[config.mk]
export PLATFORM = sky130hd
export DESIGN_NAME = cpu_frontend
export DESIGN_NICKNAME = d
export VERILOG_FILES = /design/src/common/cpu_fe_pkg.sv /design/src/fetch/insn_fetch.sv /design/src/rtl/insn_queue.sv /design/src/decode/microcode_rom.sv /design/src/decode/insn_decode.sv /design/src/rtl/cpu_frontend.sv
export SDC_FILE = /design/constraint.sdc
export NUM_CORES = 1
export LEC_CHECK = 0
export BUFFER_PORTS_ARGS = -buffer_cell sky130_fd_sc_hd__buf_2
export CORE_ASPECT_RATIO = 0.5
export CORE_MARGIN = 10
export CORE_UTILIZATION = 50
export DETAILED_ROUTE_END_ITERATION = 7
export GPL_TIMING_DRIVEN = 0
export PLACE_DENSITY_LB_ADDON = 0.08
export SLEW_MARGIN = 20
export SYNTH_ARGS = -nofsm -noshare
export SYNTH_HDL_FRONTEND = slang
export SYNTH_SLANG_ARGS = --single-unit
[constraint.sdc]
create_clock -name clk_i -period 5.7 [get_ports clk_i]
set_input_delay 0 -clock clk_i [delete_from_list [all_inputs] [get_ports clk_i]]
set_output_delay 0 -clock clk_i [all_outputs]
set_load 0.02 [all_outputs]
[src/common/cpu_fe_pkg.sv]
// Front-end definitions shared by fetch, queue and decode; QUEUE_DEPTH must be a power of two, 4 or more
package cpu_fe_pkg;

   // Widths
   localparam int INSN_W    = 16;
   localparam int ADDR_W    = 32;
   localparam int PCB_WIDTH = 6;

   // Instruction queue
   localparam int QUEUE_DEPTH = 4;
   localparam int QPTR_W      = $clog2(QUEUE_DEPTH);

   // First fetch address after reset
   localparam logic [ADDR_W-1:0] RESET_PC = '0;

   // Pipeline control bits
   // [5] write reg A, [4] write reg B, [3] read memory,
   // [2] write memory, [1] change of flow, [0] operand used
   localparam logic [PCB_WIDTH-1:0] CTL_NONE    = 6'b000000;
   localparam logic [PCB_WIDTH-1:0] CTL_ALU     = 6'b100000;
   localparam logic [PCB_WIDTH-1:0] CTL_ALU_IMM = 6'b100001;
   localparam logic [PCB_WIDTH-1:0] CTL_LOAD    = 6'b101000;
   localparam logic [PCB_WIDTH-1:0] CTL_STORE   = 6'b000100;
   localparam logic [PCB_WIDTH-1:0] CTL_FLOW    = 6'b000010;
   localparam logic [PCB_WIDTH-1:0] CTL_POP     = 6'b110000;

   // Decoded operations
   typedef enum logic [6:0] {
      // Form 1, exact high byte
      OP_NOP,
      OP_LDI_L,
      OP_MOV,
      OP_JSRA,
      OP_RET,
      OP_ADD_L,
      OP_PUSH,
      OP_POP,
      OP_LDA_L,
      OP_STA_L,
      OP_LD_L,
      OP_ST_L,
      OP_LDO_L,
      OP_STO_L,
      OP_CMP,
      OP_JSR,
      OP_JMPA,
      OP_LDI_B,
      OP_LD_B,
      OP_LDA_B,
      OP_ST_B,
      OP_STA_B,
      OP_LDI_S,
      OP_LD_S,
      OP_LDA_S,
      OP_ST_S,
      OP_STA_S,
      OP_JMP,
      OP_AND,
      OP_LSHR,
      OP_ASHL,
      OP_SUB_L,
      OP_NEG,
      OP_OR,
      OP_NOT,
      OP_ASHR,
      OP_XOR,
      OP_MUL_L,
      OP_SWI,
      OP_DIV_L,
      OP_UDIV_L,
      OP_MOD_L,
      OP_UMOD_L,
      OP_BRK,
      OP_LDO_B,
      OP_STO_B,
      OP_LDO_S,
      OP_STO_S,
      // Form 2
      OP_INC,
      OP_DEC,
      OP_GSR,
      OP_SSR,
      // Form 3 branches
      OP_BEQ,
      OP_BNE,
      OP_BLT,
      OP_BGT,
      OP_BLTU,
      OP_BGTU,
      OP_BGE,
      OP_BLE,
      OP_BGEU,
      OP_BLEU,
      OP_BAD
   } op_t;

   // One instruction as fetched
   typedef struct packed {
      logic [ADDR_W-1:0] pc;
      logic [INSN_W-1:0] opcode;
      logic [31:0]       operand;
   } fetch_entry_t;

   // High bytes followed by a 32-bit immediate, high halfword first
   function automatic logic insn_has_operand(input logic [7:0] opcode_hi);
      case (opcode_hi)
         8'h01, 8'h03, 8'h08, 8'h09, 8'h1A:
            return 1'b1;
         default:
            return 1'b0;
      endcase
   endfunction

endpackage

[src/fetch/insn_fetch.sv]
// Memory must answer each request exactly one cycle later and never refuses one; requests follow room_i
module insn_fetch (
   input  logic                          clk_i,
   input  logic                          arst_n_i,
   input  logic                          flush_i,
   input  logic [cpu_fe_pkg::ADDR_W-1:0] flush_pc_i,
   input  logic [cpu_fe_pkg::INSN_W-1:0] imem_data_i,
   input  logic                          room_i,
   output logic                          imem_req_o,
   output logic [cpu_fe_pkg::ADDR_W-1:0] imem_addr_o,
   output logic                          push_o,
   output cpu_fe_pkg::fetch_entry_t      entry_o
);
   import cpu_fe_pkg::*;

   logic              run_q;
   logic [ADDR_W-1:0] pc_q;
   logic              inflight_q;
   logic [1:0]        hw_cnt_q;
   logic              push_q;
   fetch_entry_t      entry_q;
   logic              take_data;

   // No request in the first cycle after reset release
   assign imem_req_o  = run_q & room_i;
   assign imem_addr_o = pc_q;

   // Data returning in the flush cycle belongs to the old stream
   assign take_data = inflight_q & ~flush_i;

   assign push_o  = push_q;
   assign entry_o = entry_q;

   // Request PC, in-flight marker and halfword sequencing
   always_ff @(posedge clk_i or negedge arst_n_i)
   begin
      if (!arst_n_i)
      begin
         run_q      <= 1'b0;
         pc_q       <= RESET_PC;
         inflight_q <= 1'b0;
         hw_cnt_q   <= 2'd0;
         push_q     <= 1'b0;
      end
      else
      begin
         run_q  <= 1'b1;
         push_q <= 1'b0;
         if (flush_i)
         begin
            pc_q       <= flush_pc_i;
            inflight_q <= 1'b0;
            hw_cnt_q   <= 2'd0;
         end
         else
         begin
            inflight_q <= imem_req_o;
            if (imem_req_o)
               pc_q <= pc_q + ADDR_W'(2);
            if (take_data)
            begin
               case (hw_cnt_q)
                  2'd0:
                  begin
                     if (insn_has_operand(imem_data_i[INSN_W-1:INSN_W-8]))
                        hw_cnt_q <= 2'd1;
                     else
                        push_q <= 1'b1;
                  end
                  2'd1:
                     hw_cnt_q <= 2'd2;
                  default:
                  begin
                     hw_cnt_q <= 2'd0;
                     push_q   <= 1'b1;
                  end
               endcase
            end
         end
      end
   end

   // Assembly register; pc_q has already moved one halfword past the returning data
   always_ff @(posedge clk_i)
   begin
      if (take_data)
      begin
         case (hw_cnt_q)
            2'd0:
            begin
               entry_q.pc      <= pc_q - ADDR_W'(2);
               entry_q.opcode  <= imem_data_i;
               entry_q.operand <= '0;
            end
            2'd1:
               entry_q.operand[31:16] <= imem_data_i;
            default:
               entry_q.operand[15:0] <= imem_data_i;
         endcase
      end
   end

endmodule

[src/rtl/insn_queue.sv]
// Pushing while room_o is low overflows the queue; the two-slot margin assumes the fetch pipeline
module insn_queue (
   input  logic                     clk_i,
   input  logic                     arst_n_i,
   input  logic                     flush_i,
   input  logic                     push_i,
   input  cpu_fe_pkg::fetch_entry_t entry_i,
   input  logic                     pop_i,
   output logic                     room_o,
   output logic                     not_empty_o,
   output cpu_fe_pkg::fetch_entry_t head_o
);
   import cpu_fe_pkg::*;

   fetch_entry_t      mem_q [QUEUE_DEPTH];
   logic [QPTR_W-1:0] wr_ptr_q;
   logic [QPTR_W-1:0] rd_ptr_q;
   logic [QPTR_W:0]   count_q;
   logic [QPTR_W:0]   fill;
   logic              do_pop;

   // Stored entries plus the one arriving now
   assign fill   = count_q + (QPTR_W+1)'(push_i);
   assign room_o = (fill <= (QPTR_W+1)'(QUEUE_DEPTH - 2));

   // Hidden in the flush cycle so decode takes nothing that is being dropped
   assign not_empty_o = (count_q != '0) & ~flush_i;
   assign head_o      = mem_q[rd_ptr_q];
   assign do_pop      = pop_i & not_empty_o;

   always_ff @(posedge clk_i or negedge arst_n_i)
   begin
      if (!arst_n_i)
      begin
         wr_ptr_q <= '0;
         rd_ptr_q <= '0;
         count_q  <= '0;
      end
      else if (flush_i)
      begin
         wr_ptr_q <= '0;
         rd_ptr_q <= '0;
         count_q  <= '0;
      end
      else
      begin
         if (push_i)
            wr_ptr_q <= wr_ptr_q + QPTR_W'(1);
         if (do_pop)
            rd_ptr_q <= rd_ptr_q + QPTR_W'(1);
         case ({push_i, do_pop})
            2'b10:   count_q <= count_q + (QPTR_W+1)'(1);
            2'b01:   count_q <= count_q - (QPTR_W+1)'(1);
            default: count_q <= count_q;
         endcase
      end
   end

   always_ff @(posedge clk_i)
   begin
      if (push_i)
         mem_q[wr_ptr_q] <= entry_i;
   end

endmodule

[src/decode/microcode_rom.sv]
// Form-1 control bits only; INC, DEC and branch control is chosen in decode
module microcode_rom (
   input  logic [7:0]                       opcode_hi_i,
   output logic [cpu_fe_pkg::PCB_WIDTH-1:0] control_o
);
   import cpu_fe_pkg::*;

   always_comb
   begin
      case (opcode_hi_i)
         // Register-writing ALU and move ops
         8'h02, 8'h05, 8'h1B, 8'h20,
         8'h26, 8'h27, 8'h28, 8'h29, 8'h2A, 8'h2B, 8'h2C, 8'h2D, 8'h2E, 8'h2F,
         8'h31, 8'h32, 8'h33, 8'h34:
            control_o = CTL_ALU;
         // LDI_L carries its immediate
         8'h01:
            control_o = CTL_ALU_IMM;
         // Loads
         8'h08, 8'h0A, 8'h0C, 8'h1C, 8'h1D, 8'h21, 8'h22, 8'h36, 8'h38:
            control_o = CTL_LOAD;
         // Stores, PUSH included
         8'h06, 8'h09, 8'h0B, 8'h0D, 8'h1E, 8'h1F, 8'h23, 8'h24, 8'h37, 8'h39:
            control_o = CTL_STORE;
         // Jumps, calls, returns and SWI
         8'h03, 8'h04, 8'h19, 8'h1A, 8'h25, 8'h30:
            control_o = CTL_FLOW;
         8'h07:
            control_o = CTL_POP;
         // NOP, CMP, BRK and the unused codes
         default:
            control_o = CTL_NONE;
      endcase
   end

endmodule

[src/decode/insn_decode.sv]
// Pops only when the queue is not empty and stall_i is low; outputs hold while stalled
module insn_decode (
   input  logic                             clk_i,
   input  logic                             arst_n_i,
   input  logic                             stall_i,
   input  logic                             not_empty_i,
   input  cpu_fe_pkg::fetch_entry_t         head_i,
   output logic                             pop_o,
   output logic                             valid_o,
   output cpu_fe_pkg::op_t                  op_o,
   output logic [cpu_fe_pkg::ADDR_W-1:0]    pc_o,
   output logic [31:0]                      operand_o,
   output logic [9:0]                       pcrel_offset_o,
   output logic [3:0]                       reg_a_idx_o,
   output logic [3:0]                       reg_b_idx_o,
   output logic [cpu_fe_pkg::PCB_WIDTH-1:0] control_o
);
   import cpu_fe_pkg::*;

   logic [7:0]           opc_hi;
   logic                 form1;
   logic                 is_incdec;
   logic                 is_branch;
   logic [PCB_WIDTH-1:0] rom_ctl;
   logic [PCB_WIDTH-1:0] ctl_next;
   logic [31:0]          operand_next;

   function automatic op_t decode_op(input logic [7:0] hi);
      casez (hi)
         8'h00: return OP_NOP;
         8'h01: return OP_LDI_L;
         8'h02: return OP_MOV;
         8'h03: return OP_JSRA;
         8'h04: return OP_RET;
         8'h05: return OP_ADD_L;
         8'h06: return OP_PUSH;
         8'h07: return OP_POP;
         8'h08: return OP_LDA_L;
         8'h09: return OP_STA_L;
         8'h0A: return OP_LD_L;
         8'h0B: return OP_ST_L;
         8'h0C: return OP_LDO_L;
         8'h0D: return OP_STO_L;
         8'h0E: return OP_CMP;
         8'h19: return OP_JSR;
         8'h1A: return OP_JMPA;
         8'h1B: return OP_LDI_B;
         8'h1C: return OP_LD_B;
         8'h1D: return OP_LDA_B;
         8'h1E: return OP_ST_B;
         8'h1F: return OP_STA_B;
         8'h20: return OP_LDI_S;
         8'h21: return OP_LD_S;
         8'h22: return OP_LDA_S;
         8'h23: return OP_ST_S;
         8'h24: return OP_STA_S;
         8'h25: return OP_JMP;
         8'h26: return OP_AND;
         8'h27: return OP_LSHR;
         8'h28: return OP_ASHL;
         8'h29: return OP_SUB_L;
         8'h2A: return OP_NEG;
         8'h2B: return OP_OR;
         8'h2C: return OP_NOT;
         8'h2D: return OP_ASHR;
         8'h2E: return OP_XOR;
         8'h2F: return OP_MUL_L;
         8'h30: return OP_SWI;
         8'h31: return OP_DIV_L;
         8'h32: return OP_UDIV_L;
         8'h33: return OP_MOD_L;
         8'h34: return OP_UMOD_L;
         8'h35: return OP_BRK;
         8'h36: return OP_LDO_B;
         8'h37: return OP_STO_B;
         8'h38: return OP_LDO_S;
         8'h39: return OP_STO_S;
         8'b1000????: return OP_INC;
         8'b1001????: return OP_DEC;
         8'b1010????: return OP_GSR;
         8'b1011????: return OP_SSR;
         8'b110000??: return OP_BEQ;
         8'b110001??: return OP_BNE;
         8'b110010??: return OP_BLT;
         8'b110011??: return OP_BGT;
         8'b110100??: return OP_BLTU;
         8'b110101??: return OP_BGTU;
         8'b110110??: return OP_BGE;
         8'b110111??: return OP_BLE;
         8'b111000??: return OP_BGEU;
         8'b111001??: return OP_BLEU;
         default:     return OP_BAD;
      endcase
   endfunction

   assign opc_hi    = head_i.opcode[INSN_W-1:INSN_W-8];
   assign form1     = ~head_i.opcode[INSN_W-1];
   assign is_incdec = (opc_hi[7:5] == 3'b100);
   // Form-3 conditions above 9 are undefined and carry no control bits
   assign is_branch = (opc_hi[7:6] == 2'b11) && (opc_hi[5:2] <= 4'd9);
   assign pop_o     = not_empty_i & ~stall_i;

   microcode_rom u_rom (
      .opcode_hi_i (opc_hi),
      .control_o   (rom_ctl)
   );

   always_comb
   begin
      if (form1)
         ctl_next = rom_ctl;
      else if (is_incdec)
         ctl_next = CTL_LOAD;
      else if (is_branch)
         ctl_next = CTL_FLOW;
      else
         ctl_next = CTL_NONE;
   end

   // Long forms pass the immediate, INC and DEC their low byte
   always_comb
   begin
      if (insn_has_operand(opc_hi))
         operand_next = head_i.operand;
      else if (is_incdec)
         operand_next = {24'b0, head_i.opcode[7:0]};
      else
         operand_next = '0;
   end

   always_ff @(posedge clk_i or negedge arst_n_i)
   begin
      if (!arst_n_i)
      begin
         valid_o <= 1'b0;
         op_o    <= OP_NOP;
      end
      else if (!stall_i)
      begin
         valid_o <= not_empty_i;
         op_o    <= not_empty_i ? decode_op(opc_hi) : OP_NOP;
      end
   end

   // Payload toward execute
   always_ff @(posedge clk_i)
   begin
      if (pop_o)
      begin
         pc_o           <= head_i.pc;
         operand_o      <= operand_next;
         pcrel_offset_o <= head_i.opcode[9:0];
         reg_a_idx_o    <= form1 ? head_i.opcode[7:4] : head_i.opcode[11:8];
         reg_b_idx_o    <= head_i.opcode[3:0];
         control_o      <= ctl_next;
      end
   end

endmodule

[src/rtl/cpu_frontend.sv]
// Flush PC comes from outside; flush_i must be a one-cycle pulse
module cpu_frontend (
   input  logic                             clk_i,
   input  logic                             arst_n_i,
   input  logic                             stall_i,
   input  logic                             flush_i,
   input  logic [cpu_fe_pkg::ADDR_W-1:0]    flush_pc_i,
   input  logic [cpu_fe_pkg::INSN_W-1:0]    imem_data_i,
   output logic                             imem_req_o,
   output logic [cpu_fe_pkg::ADDR_W-1:0]    imem_addr_o,
   output logic                             valid_o,
   output cpu_fe_pkg::op_t                  op_o,
   output logic [cpu_fe_pkg::ADDR_W-1:0]    pc_o,
   output logic [31:0]                      operand_o,
   output logic [9:0]                       pcrel_offset_o,
   output logic [3:0]                       reg_a_idx_o,
   output logic [3:0]                       reg_b_idx_o,
   output logic [cpu_fe_pkg::PCB_WIDTH-1:0] control_o
);
   import cpu_fe_pkg::*;

   logic         push;
   fetch_entry_t push_entry;
   logic         room;
   logic         not_empty;
   fetch_entry_t head;
   logic         pop;

   insn_fetch u_fetch (
      .clk_i       (clk_i),
      .arst_n_i    (arst_n_i),
      .flush_i     (flush_i),
      .flush_pc_i  (flush_pc_i),
      .imem_data_i (imem_data_i),
      .room_i      (room),
      .imem_req_o  (imem_req_o),
      .imem_addr_o (imem_addr_o),
      .push_o      (push),
      .entry_o     (push_entry)
   );

   insn_queue u_queue (
      .clk_i       (clk_i),
      .arst_n_i    (arst_n_i),
      .flush_i     (flush_i),
      .push_i      (push),
      .entry_i     (push_entry),
      .pop_i       (pop),
      .room_o      (room),
      .not_empty_o (not_empty),
      .head_o      (head)
   );

   insn_decode u_decode (
      .clk_i          (clk_i),
      .arst_n_i       (arst_n_i),
      .stall_i        (stall_i),
      .not_empty_i    (not_empty),
      .head_i         (head),
      .pop_o          (pop),
      .valid_o        (valid_o),
      .op_o           (op_o),
      .pc_o           (pc_o),
      .operand_o      (operand_o),
      .pcrel_offset_o (pcrel_offset_o),
      .reg_a_idx_o    (reg_a_idx_o),
      .reg_b_idx_o    (reg_b_idx_o),
      .control_o      (control_o)
   );

endmodule

; Word-level counts from Yosys, hierarchy flattened
; Memories as Yosys holds them, arrays and structs flattened.
; Cells that the tools add are included.
[totals]
regBits = 220
ramBits = 320
romBits = 384
in_bits = 52
out_inout_bits = 129
elab_cells = 163
mem_count = 2
[memory_table]
columns = name, words, width, rd, rd_ports_with_merged_regs, wr, line
row1 = (name not given), 64, 6, 1, 0, 0, microcode_rom.sv:10  ; case (opcode_hi_i)
row2 = u_queue.mem_q, 4, 80, 1, 0, 1, insn_queue.sv:15  ; fetch_entry_t mem_q [QUEUE_DEPTH];
[classes]
n_addsub = 7
magnitude_cmp = 2
eq_ne = 72
mux = 35
n_bitwise = 8
reduce_logical = 17
[op_table]
columns = op, n
row1 = 6-bit one-hot mux with 62 select lines, 1
row2 = 8-bit by 6-bit == test with 1-bit output (second input constant), 26
row3 = 32-bit 2-to-1 mux, 3
row4 = 8-bit by 4-bit == test with 1-bit output (second input constant), 9
row5 = 8-bit by 5-bit == test with 1-bit output (second input constant), 8
row6 = 16-bit one-hot mux with 2 select lines, 2
row7 = 6-bit == test (second input constant), 10
row8 = 32-bit by 2-bit adder with 32-bit output (second input constant), 1
row9 = 8-bit by 3-bit == test with 1-bit output (second input constant), 4
row10 = 32-bit by 2-bit subtractor with 32-bit output (second input constant), 1
row11 = 8-bit by 2-bit == test with 1-bit output (second input constant), 3
row12 = 6-bit 2-to-1 mux, 4
row13 = 4-bit == test (second input constant), 4
row14 = 8-bit by 1-bit == test with 1-bit output (second input constant), 2
row15 = 2-bit 2-to-1 mux, 8
row16 = 1-bit 2-to-1 mux, 11
row17 = 2-bit nonzero test, 5
row18 = 5-bit OR reduction, 2
row19 = 8-bit logical NOT, 1
row20 = 8-bit 2-to-1 mux, 1
row21 = 2-bit AND reduction, 4
row22 = 3-bit one-hot mux with 2 select lines, 1
row23 = 3-bit nonzero test, 2
row24 = 1-bit bitwise AND, 5
row25 = 17 further kinds, 23

; Longest topological paths before layout
; Gate-level depths: netlist (run 1).
[depth]
ltp_word = 10
depth_mapped = 15
mapped_depth_nobuf = 10

; Cells and area by module
; A second synthesis (run 1) with hierarchy kept.
[hier_totals]
hier_cells = 1256
hier_area_um2 = 21718.3
[modules_own_cells]
columns = mod, instances, cells_per_inst, area_per_inst_um2, seq_area_each_um2
row1 = insn_queue, 1, 470, 12052.8, 9784.4
row2 = insn_fetch, 1, 474, 5494.0, 3328.2
row3 = insn_decode, 1, 245, 3704.8, 2697.6
row4 = microcode_rom, 1, 67, 466.7, 0.0

; Worst setup path after synthesis (run 1)
; Ideal clock, no wire load.
[synth_path]
path_kind = reg2reg
start = register u_fetch.inflight_q
end = register u_fetch.entry_q (netlist bit u_fetch.entry_o[32]) (enable)
setup_ns = 0.513
arrival_ns = 3.762
required_ns = 5.187
slack_ns = 1.425
stages_incl_launch_ff = 3
n_path_buf = 0
period_less_slack_ns = 4.275
path_cell_list = dfrtp_1 -> nand2b_1 -> nor3_1
[synth_between]
elab_chain_cells = 2
[synth_lines]
columns = element, line
row1 = from (decl), insn_fetch.sv:18  ; logic inflight_q;
row2 = from (signal assigned), insn_fetch.sv:57  ; inflight_q <= imem_req_o;
row3 = 1-bit bitwise AND, insn_fetch.sv:29  ; assign take_data = inflight_q & ~flush_i;
row4 = 2-bit AND reduction (no source line), --
row5 = to (decl), insn_fetch.sv:21  ; fetch_entry_t entry_q;
; Every way passes these cells.
; A chain may end at the register's enable or synchronous reset.

==> run_summary.xml, run 1 <==
<?xml version="1.0" encoding="UTF-8"?>
<metrics>
  <group name="critical_path">
    <metric name="worst_setup_path_end_kind" unit="">register</metric>
    <metric name="crit-reg2reg-launch" unit="">u_queue.rd_ptr_q[1]</metric>
    <metric name="timing.critical_path.slowest_stage_cell" unit="">clkbuf_1</metric>
    <metric name="endpoint_of_the_worst_register_to_register_path" unit="">u_decode.operand_o[6]</metric>
    <metric name="cpMostUsedCell" unit="">clkbuf_1</metric>
    <metric name="r2r_setup_slack" unit="ns">1.24</metric>
    <metric name="worstSetupPathType" unit="">register to register</metric>
    <metric name="start_kind" unit="">register</metric>
    <metric name="crit_path_arrival_time" unit="ns">4.72</metric>
    <metric name="critical_path.cell_chain" unit="">clkbuf_1, buf_2, mux4_2, clkbuf_1, inv_1, ha_1, or2_2, clkbuf_1, nand2_1, o21ai_0, a32o_1, nand2_1, clkbuf_1, o21ai_0</metric>
    <metric name="worst-path-max-fanout" unit="">10</metric>
    <metric name="worst_r2r_path_depth" unit="">14</metric>
    <metric name="cp_data_required_time" unit="ns">5.96</metric>
    <metric name="crit_path_max_incr_delay" unit="ns">0.57</metric>
  </group>
  <group name="route">
    <metric name="totalWireLength" unit="µm">46100</metric>
    <metric name="num_vias" unit="">11500</metric>
    <metric name="detailedRoute.firstPassIterationCount" unit="">5</metric>
    <metric name="detail_routed_net_length_per_standard_cell" unit="µm">21.5</metric>
    <metric name="antenna_violating_nets_post_route" unit="">0</metric>
    <metric name="post-route-drc-count" unit="">0</metric>
    <metric name="drt_iter0_drc" unit="">734</metric>
    <metric name="mean_number_of_vias_per_cell" unit="">5.39</metric>
  </group>
  <group name="place">
    <metric name="routabilityCongestion" unit="">0.821</metric>
    <metric name="hpwlAfterDp" unit="µm">30100</metric>
    <metric name="dpl-instance-area" unit="µm²">23200</metric>
    <metric name="dp_cells" unit="">2003</metric>
    <metric name="port-buffer-count" unit="">178</metric>
  </group>
  <group name="grt">
    <metric name="gr-usage-all-layers" unit="%">17.6</metric>
    <metric name="via_count_of_the_first_global_routing_pass" unit="">12200</metric>
    <metric name="overflow" unit="">0</metric>
    <metric name="grt_antenna_before_repair" unit="">0</metric>
    <metric name="global_route_wire_length_before_repair" unit="µm">71900</metric>
    <metric name="grt_max_degree" unit="">57</metric>
  </group>
  <group name="logic_synthesis">
    <metric name="post-synth-top-area-cell" unit="">edfxtp_1</metric>
    <metric name="synthesized_area_fraction_occupied_by_and_or_nand_nor_cells" unit="%">7.86</metric>
    <metric name="top_ff_cell_synth" unit="">edfxtp_1</metric>
    <metric name="post_synth.cell_area_avg" unit="µm²">17.3</metric>
    <metric name="synth_xor_area_share" unit="%">2.59</metric>
    <metric name="ys_top_cells_by_count" unit="">484 x edfxtp_1, 87 x nand2_1, 80 x mux4_2, 57 x nor2_1, 57 x o21ai_0</metric>
    <metric name="async_flop_share" unit="%">9.53</metric>
    <metric name="synth_cell_type_count" unit="">68</metric>
    <metric name="synth_area" unit="µm²">21300</metric>
    <metric name="synth_compound_gate_area_share" unit="%">3.29</metric>
    <metric name="synth_most_common_cell" unit="">edfxtp_1</metric>
    <metric name="synth_fp_nets" unit="">1300</metric>
    <metric name="netlist_top_cells_area" unit="">edfxtp_1 68%, mux4_2 8.5%, dfrtp_1 6.0%, xor2_1 1.8%, nand2_1 1.5%</metric>
    <metric name="post_synth_inst_count" unit="">1234</metric>
    <metric name="post_synth_top_area_share" unit="%">68.2</metric>
    <metric name="mux_share_of_post_synthesis_cell_area" unit="%">9.19</metric>
    <metric name="edff_count_synth" unit="">484</metric>
    <metric name="synthAdderAreaFrac" unit="%">0.904</metric>
    <metric name="synth.yosys.warnings" unit="">0</metric>
    <metric name="main_combinational_cell_family_by_area_after_synthesis" unit="">multiplexers</metric>
    <metric name="ys_seq_elements" unit="">535</metric>
    <metric name="synth.yosys.seq_area_share" unit="%">74.2</metric>
  </group>
  <group name="clock_tree">
    <metric name="clkSinkCount" unit="">535</metric>
    <metric name="clk-insertion-delay-late" unit="ns">0.56</metric>
    <metric name="clk_path_buf_depth" unit="">3</metric>
    <metric name="cts_made_buffers" unit="">48</metric>
    <metric name="tritoncts" unit="">built</metric>
    <metric name="clk_pin_slew_worst_paths" unit="ns">0.07</metric>
    <metric name="clockRootBuffer" unit="">clkbuf_16</metric>
    <metric name="cts_post_setup_buffers_inserted" unit="">0</metric>
    <metric name="ctsHtreeMaxLevel" unit="">2</metric>
  </group>
  <group name="sta">
    <metric name="fin_worst_skew" unit="ns">0.0153</metric>
    <metric name="setup_violations" unit="">0</metric>
    <metric name="period_share" unit="%">78.3</metric>
    <metric name="timing_worst_slew_pin_value" unit="ns">0.961</metric>
    <metric name="finalHoldViolations" unit="">0</metric>
    <metric name="highest_clock_frequency_the_design_can_meet" unit="MHz">224</metric>
    <metric name="final-max-slew-violation-count" unit="">0</metric>
    <metric name="slew-limit-headroom" unit="%">35.9</metric>
    <metric name="period_minus_slack" unit="ns">4.46</metric>
    <metric name="rsz_0062_raised_after_global_routing" unit="">false</metric>
    <metric name="hold_slack" unit="ns">0.0394</metric>
  </group>
  <group name="pwr">
    <metric name="p_int" unit="mW">7.18</metric>
    <metric name="power.leakage" unit="nW">8.68</metric>
    <metric name="pwr_density_cell" unit="nW/µm²">395</metric>
    <metric name="max-vdd-ir-drop" unit="V">0.000249</metric>
    <metric name="power.sequential.fraction" unit="%">47.7</metric>
    <metric name="p_total" unit="mW">9.94</metric>
    <metric name="clock_power_share" unit="%">31.2</metric>
    <metric name="power.switching_fraction" unit="%">27.8</metric>
    <metric name="p_comb_share" unit="%">21.0</metric>
    <metric name="net-switching-power" unit="mW">2.77</metric>
  </group>
  <group name="die">
    <metric name="height_of_the_chip" unit="µm">166</metric>
    <metric name="rows" unit="">53</metric>
    <metric name="initial_utilization" unit="%">50.7</metric>
    <metric name="number_of_placed_i_o_pins" unit="">181</metric>
    <metric name="design.core.area" unit="µm²">42000</metric>
    <metric name="die_width" unit="µm">312</metric>
    <metric name="die_area" unit="µm²">51800</metric>
  </group>
  <group name="layout">
    <metric name="layoutNonFillerInstCount" unit="">2141</metric>
    <metric name="syn_to_final_growth" unit="%">18.1</metric>
    <metric name="post_route_cells_drive_above_1_share" unit="%">24.5</metric>
    <metric name="antenna_cells" unit="">0</metric>
    <metric name="final_instance_area" unit="µm²">25200</metric>
    <metric name="finish.net_count" unit="">1594</metric>
  </group>
  <group name="min_path">
    <metric name="hold_class" unit="">input port to async pin</metric>
  </group>
  <group name="run_status">
    <metric name="run_status" unit="">finished clean</metric>
  </group>
  <group name="job">
    <metric name="max_cap_viol_count" unit="">0</metric>
  </group>
</metrics>
[power groups by stage]
stage | Clock [mW] | Combinational [mW] | Sequential, mW
floorplan | 0 | 1.29 | 4.97
global placement | 0 | 2.05 | 4.85
detailed placement | 0 | 2.09 | 4.83
CTS | 3.18 | 2.13 | 4.75
global route | 3.34 | 2.29 | 4.77
finish | 3.10 | 2.09 | 4.75
[how the worst max path moves through the flow]
stage | to | slack [ns] | cells past startpoint | from
2_1_floorplan | u_fetch.entry_o[32] | 1.42 | 2 | u_fetch.inflight_q
3_3_place_gp | u_fetch.entry_o[73] | -1.80 | 4 | flush_i
6_report | u_decode.operand_o[6] | 1.24 | 14 | u_queue.rd_ptr_q[1]
3_5_place_dp | u_decode.operand_o[6] | 1.20 | 14 | u_queue.rd_ptr_q[1]
5_1_grt | u_decode.operand_o[4] | 0.86 | 14 | u_queue.rd_ptr_q[1]
4_1_cts | u_decode.operand_o[6] | 1.17 | 14 | u_queue.rd_ptr_q[1]
[cell families after synthesis]
group,Yosys count
and+or+nand+nor,315
buffers and inverters,94
muxes,95
DFF,535
adders and majority gates,15
AOI/OAI and AO/OA,115
other,2
xor gates and xnor gates,63
[metal layers]
layer,vias up,wire length (µm),track usage (%)
met2,296,22500,29.4
li1,5306,-,-
met3,63,2400,3.38
met5,-,0,0
met1,5872,20500,24.0
met4,0,656,3.44
[layout by cell type, fill, tap and decap left out, drive strengths merged, types with 24 or more instances in the layout]
master	synthesis	routed
buf	29	220
nor2b	48	48
mux4	80	80
dfrtp	51	51
clkbuf	46	106
and2	24	24
nor2	58	58
dlygate4sd3	0	52
edfxtp	484	484
xor2	44	44
o21ai	58	58
nand2	87	87
[through the flow]
stage	utilization (%)	setup slack, ns	TNS [ns]
CTS	59.9	1.17	0
global route	59.9	0.860	0
finish	59.9	1.24	0
floorplan	-	1.42	0
global placement	54.5	-1.80	-86.10
detailed placement	55.1	1.20	0
[area by class of cell]
cell class	instances	area [µm²]
buffer	75	340
clock buffer	59	1260
clock inverter	27	220
fill	3216	16900
inverter	19	76.3
multi-input combinational	605	5100
sequential	535	15800
tap	577	722
timing repair buffer	244	1630
[flip-flops by register name (all words and copies together), names as in the netlist, 2 cells and up]
register and count:
u_queue.mem_q 320, u_fetch.entry_o 80, u_decode.operand_o 32, u_decode.pc_o 32
u_fetch.imem_addr_o 32, u_decode.pcrel_offset_o 7, u_decode.control_o 6, u_decode.op_o 6
u_decode.reg_a_idx_o 4, u_decode.reg_b_idx_o 3, u_queue.count_q 3, u_fetch.hw_cnt_q 2
u_queue.rd_ptr_q 2, u_queue.wr_ptr_q 2
[critical path, delay by kind of cell (launching register included)]
family	cells	cell delay [ns]
buffers and inverters	6	2.05
and+or+nand+nor	3	0.66
AOI/OAI and AO/OA	3	0.64
DFF	1	0.32
adders and majority gates	1	0.25
muxes	1	0.23
[what timing repair did]
| action | CTS | global route |
|---|---|---|
| endpoints found under the hold margin | 140 | 0 |
| gates resized for setup | 0 | 0 |
| hold buffers | 52 | 0 |
No activity file was read; power rests on OpenSTA's default activity.
==> run 2: changes to the inputs <==
- clock period: 5.7 -> 4.4 ns (I/O delays scaled with it)
==> run_summary.xml, run 2 (same netlist as run 1, synthesis figures left out) <==
<?xml version="1.0" encoding="UTF-8"?>
<metrics>
  <group name="run_status">
    <metric name="run_status" unit="">finished clean</metric>
  </group>
  <group name="grt">
    <metric name="via_count_of_the_first_global_routing_pass" unit="">12200</metric>
    <metric name="gr-usage-all-layers" unit="%">17.6</metric>
    <metric name="grt_max_degree" unit="">57</metric>
    <metric name="global_route_wire_length_before_repair" unit="µm">71900</metric>
    <metric name="overflow" unit="">0</metric>
    <metric name="grt_antenna_before_repair" unit="">0</metric>
  </group>
  <group name="pwr">
    <metric name="pwr_density_cell" unit="nW/µm²">512</metric>
    <metric name="max-vdd-ir-drop" unit="V">0.000322</metric>
    <metric name="power.leakage" unit="nW">8.69</metric>
    <metric name="p_total" unit="mW">12.9</metric>
  </group>
  <group name="place">
    <metric name="routabilityCongestion" unit="">0.821</metric>
    <metric name="port-buffer-count" unit="">178</metric>
    <metric name="hpwlAfterDp" unit="µm">30100</metric>
    <metric name="dp_slack" unit="ns">-0.0951</metric>
  </group>
  <group name="critical_path">
    <metric name="worstSetupPathType" unit="">register to register</metric>
    <metric name="worst_setup_path_end_kind" unit="">register</metric>
    <metric name="timing.critical_path.slowest_stage_cell" unit="">dfrtp_1</metric>
    <metric name="crit_start" unit="">u_queue.rd_ptr_q[1]</metric>
    <metric name="crit_path_max_incr_delay" unit="ns">0.56</metric>
    <metric name="start_kind" unit="">register</metric>
    <metric name="worst-path-max-fanout" unit="">10</metric>
    <metric name="crit_path_arrival_time" unit="ns">4.61</metric>
    <metric name="cpMostUsedCell" unit="">clkbuf_1</metric>
    <metric name="cp_data_required_time" unit="ns">4.85</metric>
    <metric name="critical_path.cell_chain" unit="">buf_2, mux4_2, clkbuf_1, inv_1, ha_1, clkbuf_1, or2_2, buf_1, o21a_1, nor2_1, o41ai_2, o21ai_1, or3_1, a22o_1</metric>
    <metric name="crit-reg2reg-launch" unit="">u_queue.rd_ptr_q[1]</metric>
  </group>
  <group name="sta">
    <metric name="fin_worst_skew" unit="ns">0.0157</metric>
    <metric name="period_minus_slack" unit="ns">4.15</metric>
    <metric name="highest_clock_frequency_the_design_can_meet" unit="MHz">241</metric>
    <metric name="hold_slack" unit="ns">0.0371</metric>
    <metric name="rsz_0062_raised_after_global_routing" unit="">false</metric>
    <metric name="slew-limit-headroom" unit="%">36.5</metric>
    <metric name="final-max-slew-violation-count" unit="">0</metric>
    <metric name="totalNegativeSetupSlack" unit="ns">0</metric>
    <metric name="setup_ws" unit="ns">0.245</metric>
    <metric name="finalHoldViolations" unit="">0</metric>
    <metric name="period_share" unit="%">94.4</metric>
    <metric name="timing_worst_slew_pin_value" unit="ns">0.952</metric>
    <metric name="setup_violations" unit="">0</metric>
  </group>
  <group name="die">
    <metric name="die_area" unit="µm²">51800</metric>
    <metric name="initial_utilization" unit="%">50.7</metric>
    <metric name="number_of_placed_i_o_pins" unit="">181</metric>
    <metric name="rows" unit="">53</metric>
    <metric name="design.core.area" unit="µm²">42000</metric>
    <metric name="height_of_the_chip" unit="µm">166</metric>
    <metric name="die_width" unit="µm">312</metric>
  </group>
  <group name="job">
    <metric name="max_cap_viol_count" unit="">0</metric>
  </group>
  <group name="route">
    <metric name="num_vias" unit="">11500</metric>
    <metric name="detailedRoute.firstPassIterationCount" unit="">5</metric>
    <metric name="antenna_violating_nets_post_route" unit="">0</metric>
    <metric name="mean_number_of_vias_per_cell" unit="">5.37</metric>
    <metric name="drt_iter0_drc" unit="">757</metric>
    <metric name="detail_routed_net_length_per_standard_cell" unit="µm">21.6</metric>
    <metric name="totalWireLength" unit="µm">46100</metric>
    <metric name="post-route-drc-count" unit="">0</metric>
  </group>
  <group name="clock_tree">
    <metric name="cts_made_buffers" unit="">48</metric>
    <metric name="clk-insertion-delay-late" unit="ns">0.56</metric>
    <metric name="clkSinkCount" unit="">535</metric>
    <metric name="ctsHtreeMaxLevel" unit="">2</metric>
    <metric name="cts_post_setup_buffers_inserted" unit="">0</metric>
    <metric name="clk_path_buf_depth" unit="">3</metric>
    <metric name="clockRootBuffer" unit="">clkbuf_16</metric>
    <metric name="tritoncts" unit="">built</metric>
    <metric name="clk_pin_slew_worst_paths" unit="ns">0.07</metric>
  </group>
  <group name="layout">
    <metric name="antenna_cells" unit="">0</metric>
    <metric name="finish.net_count" unit="">1592</metric>
    <metric name="largest_reg_flops" unit="">320</metric>
    <metric name="layout.cells.most_common" unit="">edfxtp_1</metric>
    <metric name="syn_to_final_growth" unit="%">18.1</metric>
    <metric name="post_route_cells_drive_above_1_share" unit="%">24.7</metric>
    <metric name="final_util" unit="%">59.9</metric>
    <metric name="layout.cells.most_common_list" unit="">484 x edfxtp_1, 187 x buf_2, 87 x nand2_1</metric>
    <metric name="largest_register" unit="">u_queue.mem_q</metric>
  </group>
  <group name="min_path">
    <metric name="hold_class" unit="">input port to async pin</metric>
  </group>
</metrics>
run 2: cell count changes in the layout (fill, tap and decap cells not counted), sizes merged:
| cell | delta |
|---|---|
| clkbuf | -2 |
run 2: area by class of cell:
cell class	instances	area (µm²)
Clock inverter	27	220
Buffer	73	337
Multi-Input combinational cell	605	5100
Timing Repair Buffer	244	1630
Clock buffer	59	1260
Inverter	19	76.3
Sequential cell	535	15800
Fill cell	3218	16900
Tap cell	577	722
run 2: where the power goes:
part	internal, mW	switching [mW]	leakage, nW
sequential	5.98	0.173	5.06
clock	2.22	1.80	0.716
combinational	1.10	1.61	2.92
total	9.30	3.58	8.69
run 2: what timing repair did:
action,4_1_cts,5_1_grt
resized for setup,1,4
hold buffers,52,0
setup endpoints to repair,8,31
hold endpoints to repair,140,0
run 2: stage by stage:
| step | area (µm²) | instances |
|---|---|---|
| floorplan | 21300 | 1234 |
| global placement | 22900 | 1989 |
| detailed placement | 23200 | 2003 |
| CTS | 25200 | 2141 |
| global route | 25200 | 2139 |
| finish | 25200 | 2139 |
run 2: path summary, 6_finish.rpt:
kind                       cells past startpoint                       to  slack, ns
setup / recovery                              14         u_decode.op_o[1]       0.25
hold / removal                                 2  u_fetch.imem_addr_o[27]       0.04
setup reg to reg                              14         u_decode.op_o[1]       0.25
hold reg to reg                                0      u_fetch.entry_o[48]       0.49
max in group asynchronous                      2         u_decode.op_o[4]       3.86
min in group clk_i                             3   u_fetch.imem_addr_o[6]       0.04
run 2: worst max-delay path, delay by kind of cell (launching register included):
kind | cells | cell delay (ns)
compound gates | 4 | 0.95
fa+ha+maj | 1 | 0.16
flops | 1 | 0.56
simple gates | 3 | 0.64
buf+inv | 5 | 1.38
mux | 1 | 0.33
run 2: metal layers:
layer,routed length [µm],global-route usage [%],vias to the layer above
li1,-,-,5294
met1,20300,24.0,5831
met2,22600,29.4,298
met3,2570,3.38,61
met4,641,3.44,0
met5,0,0,-
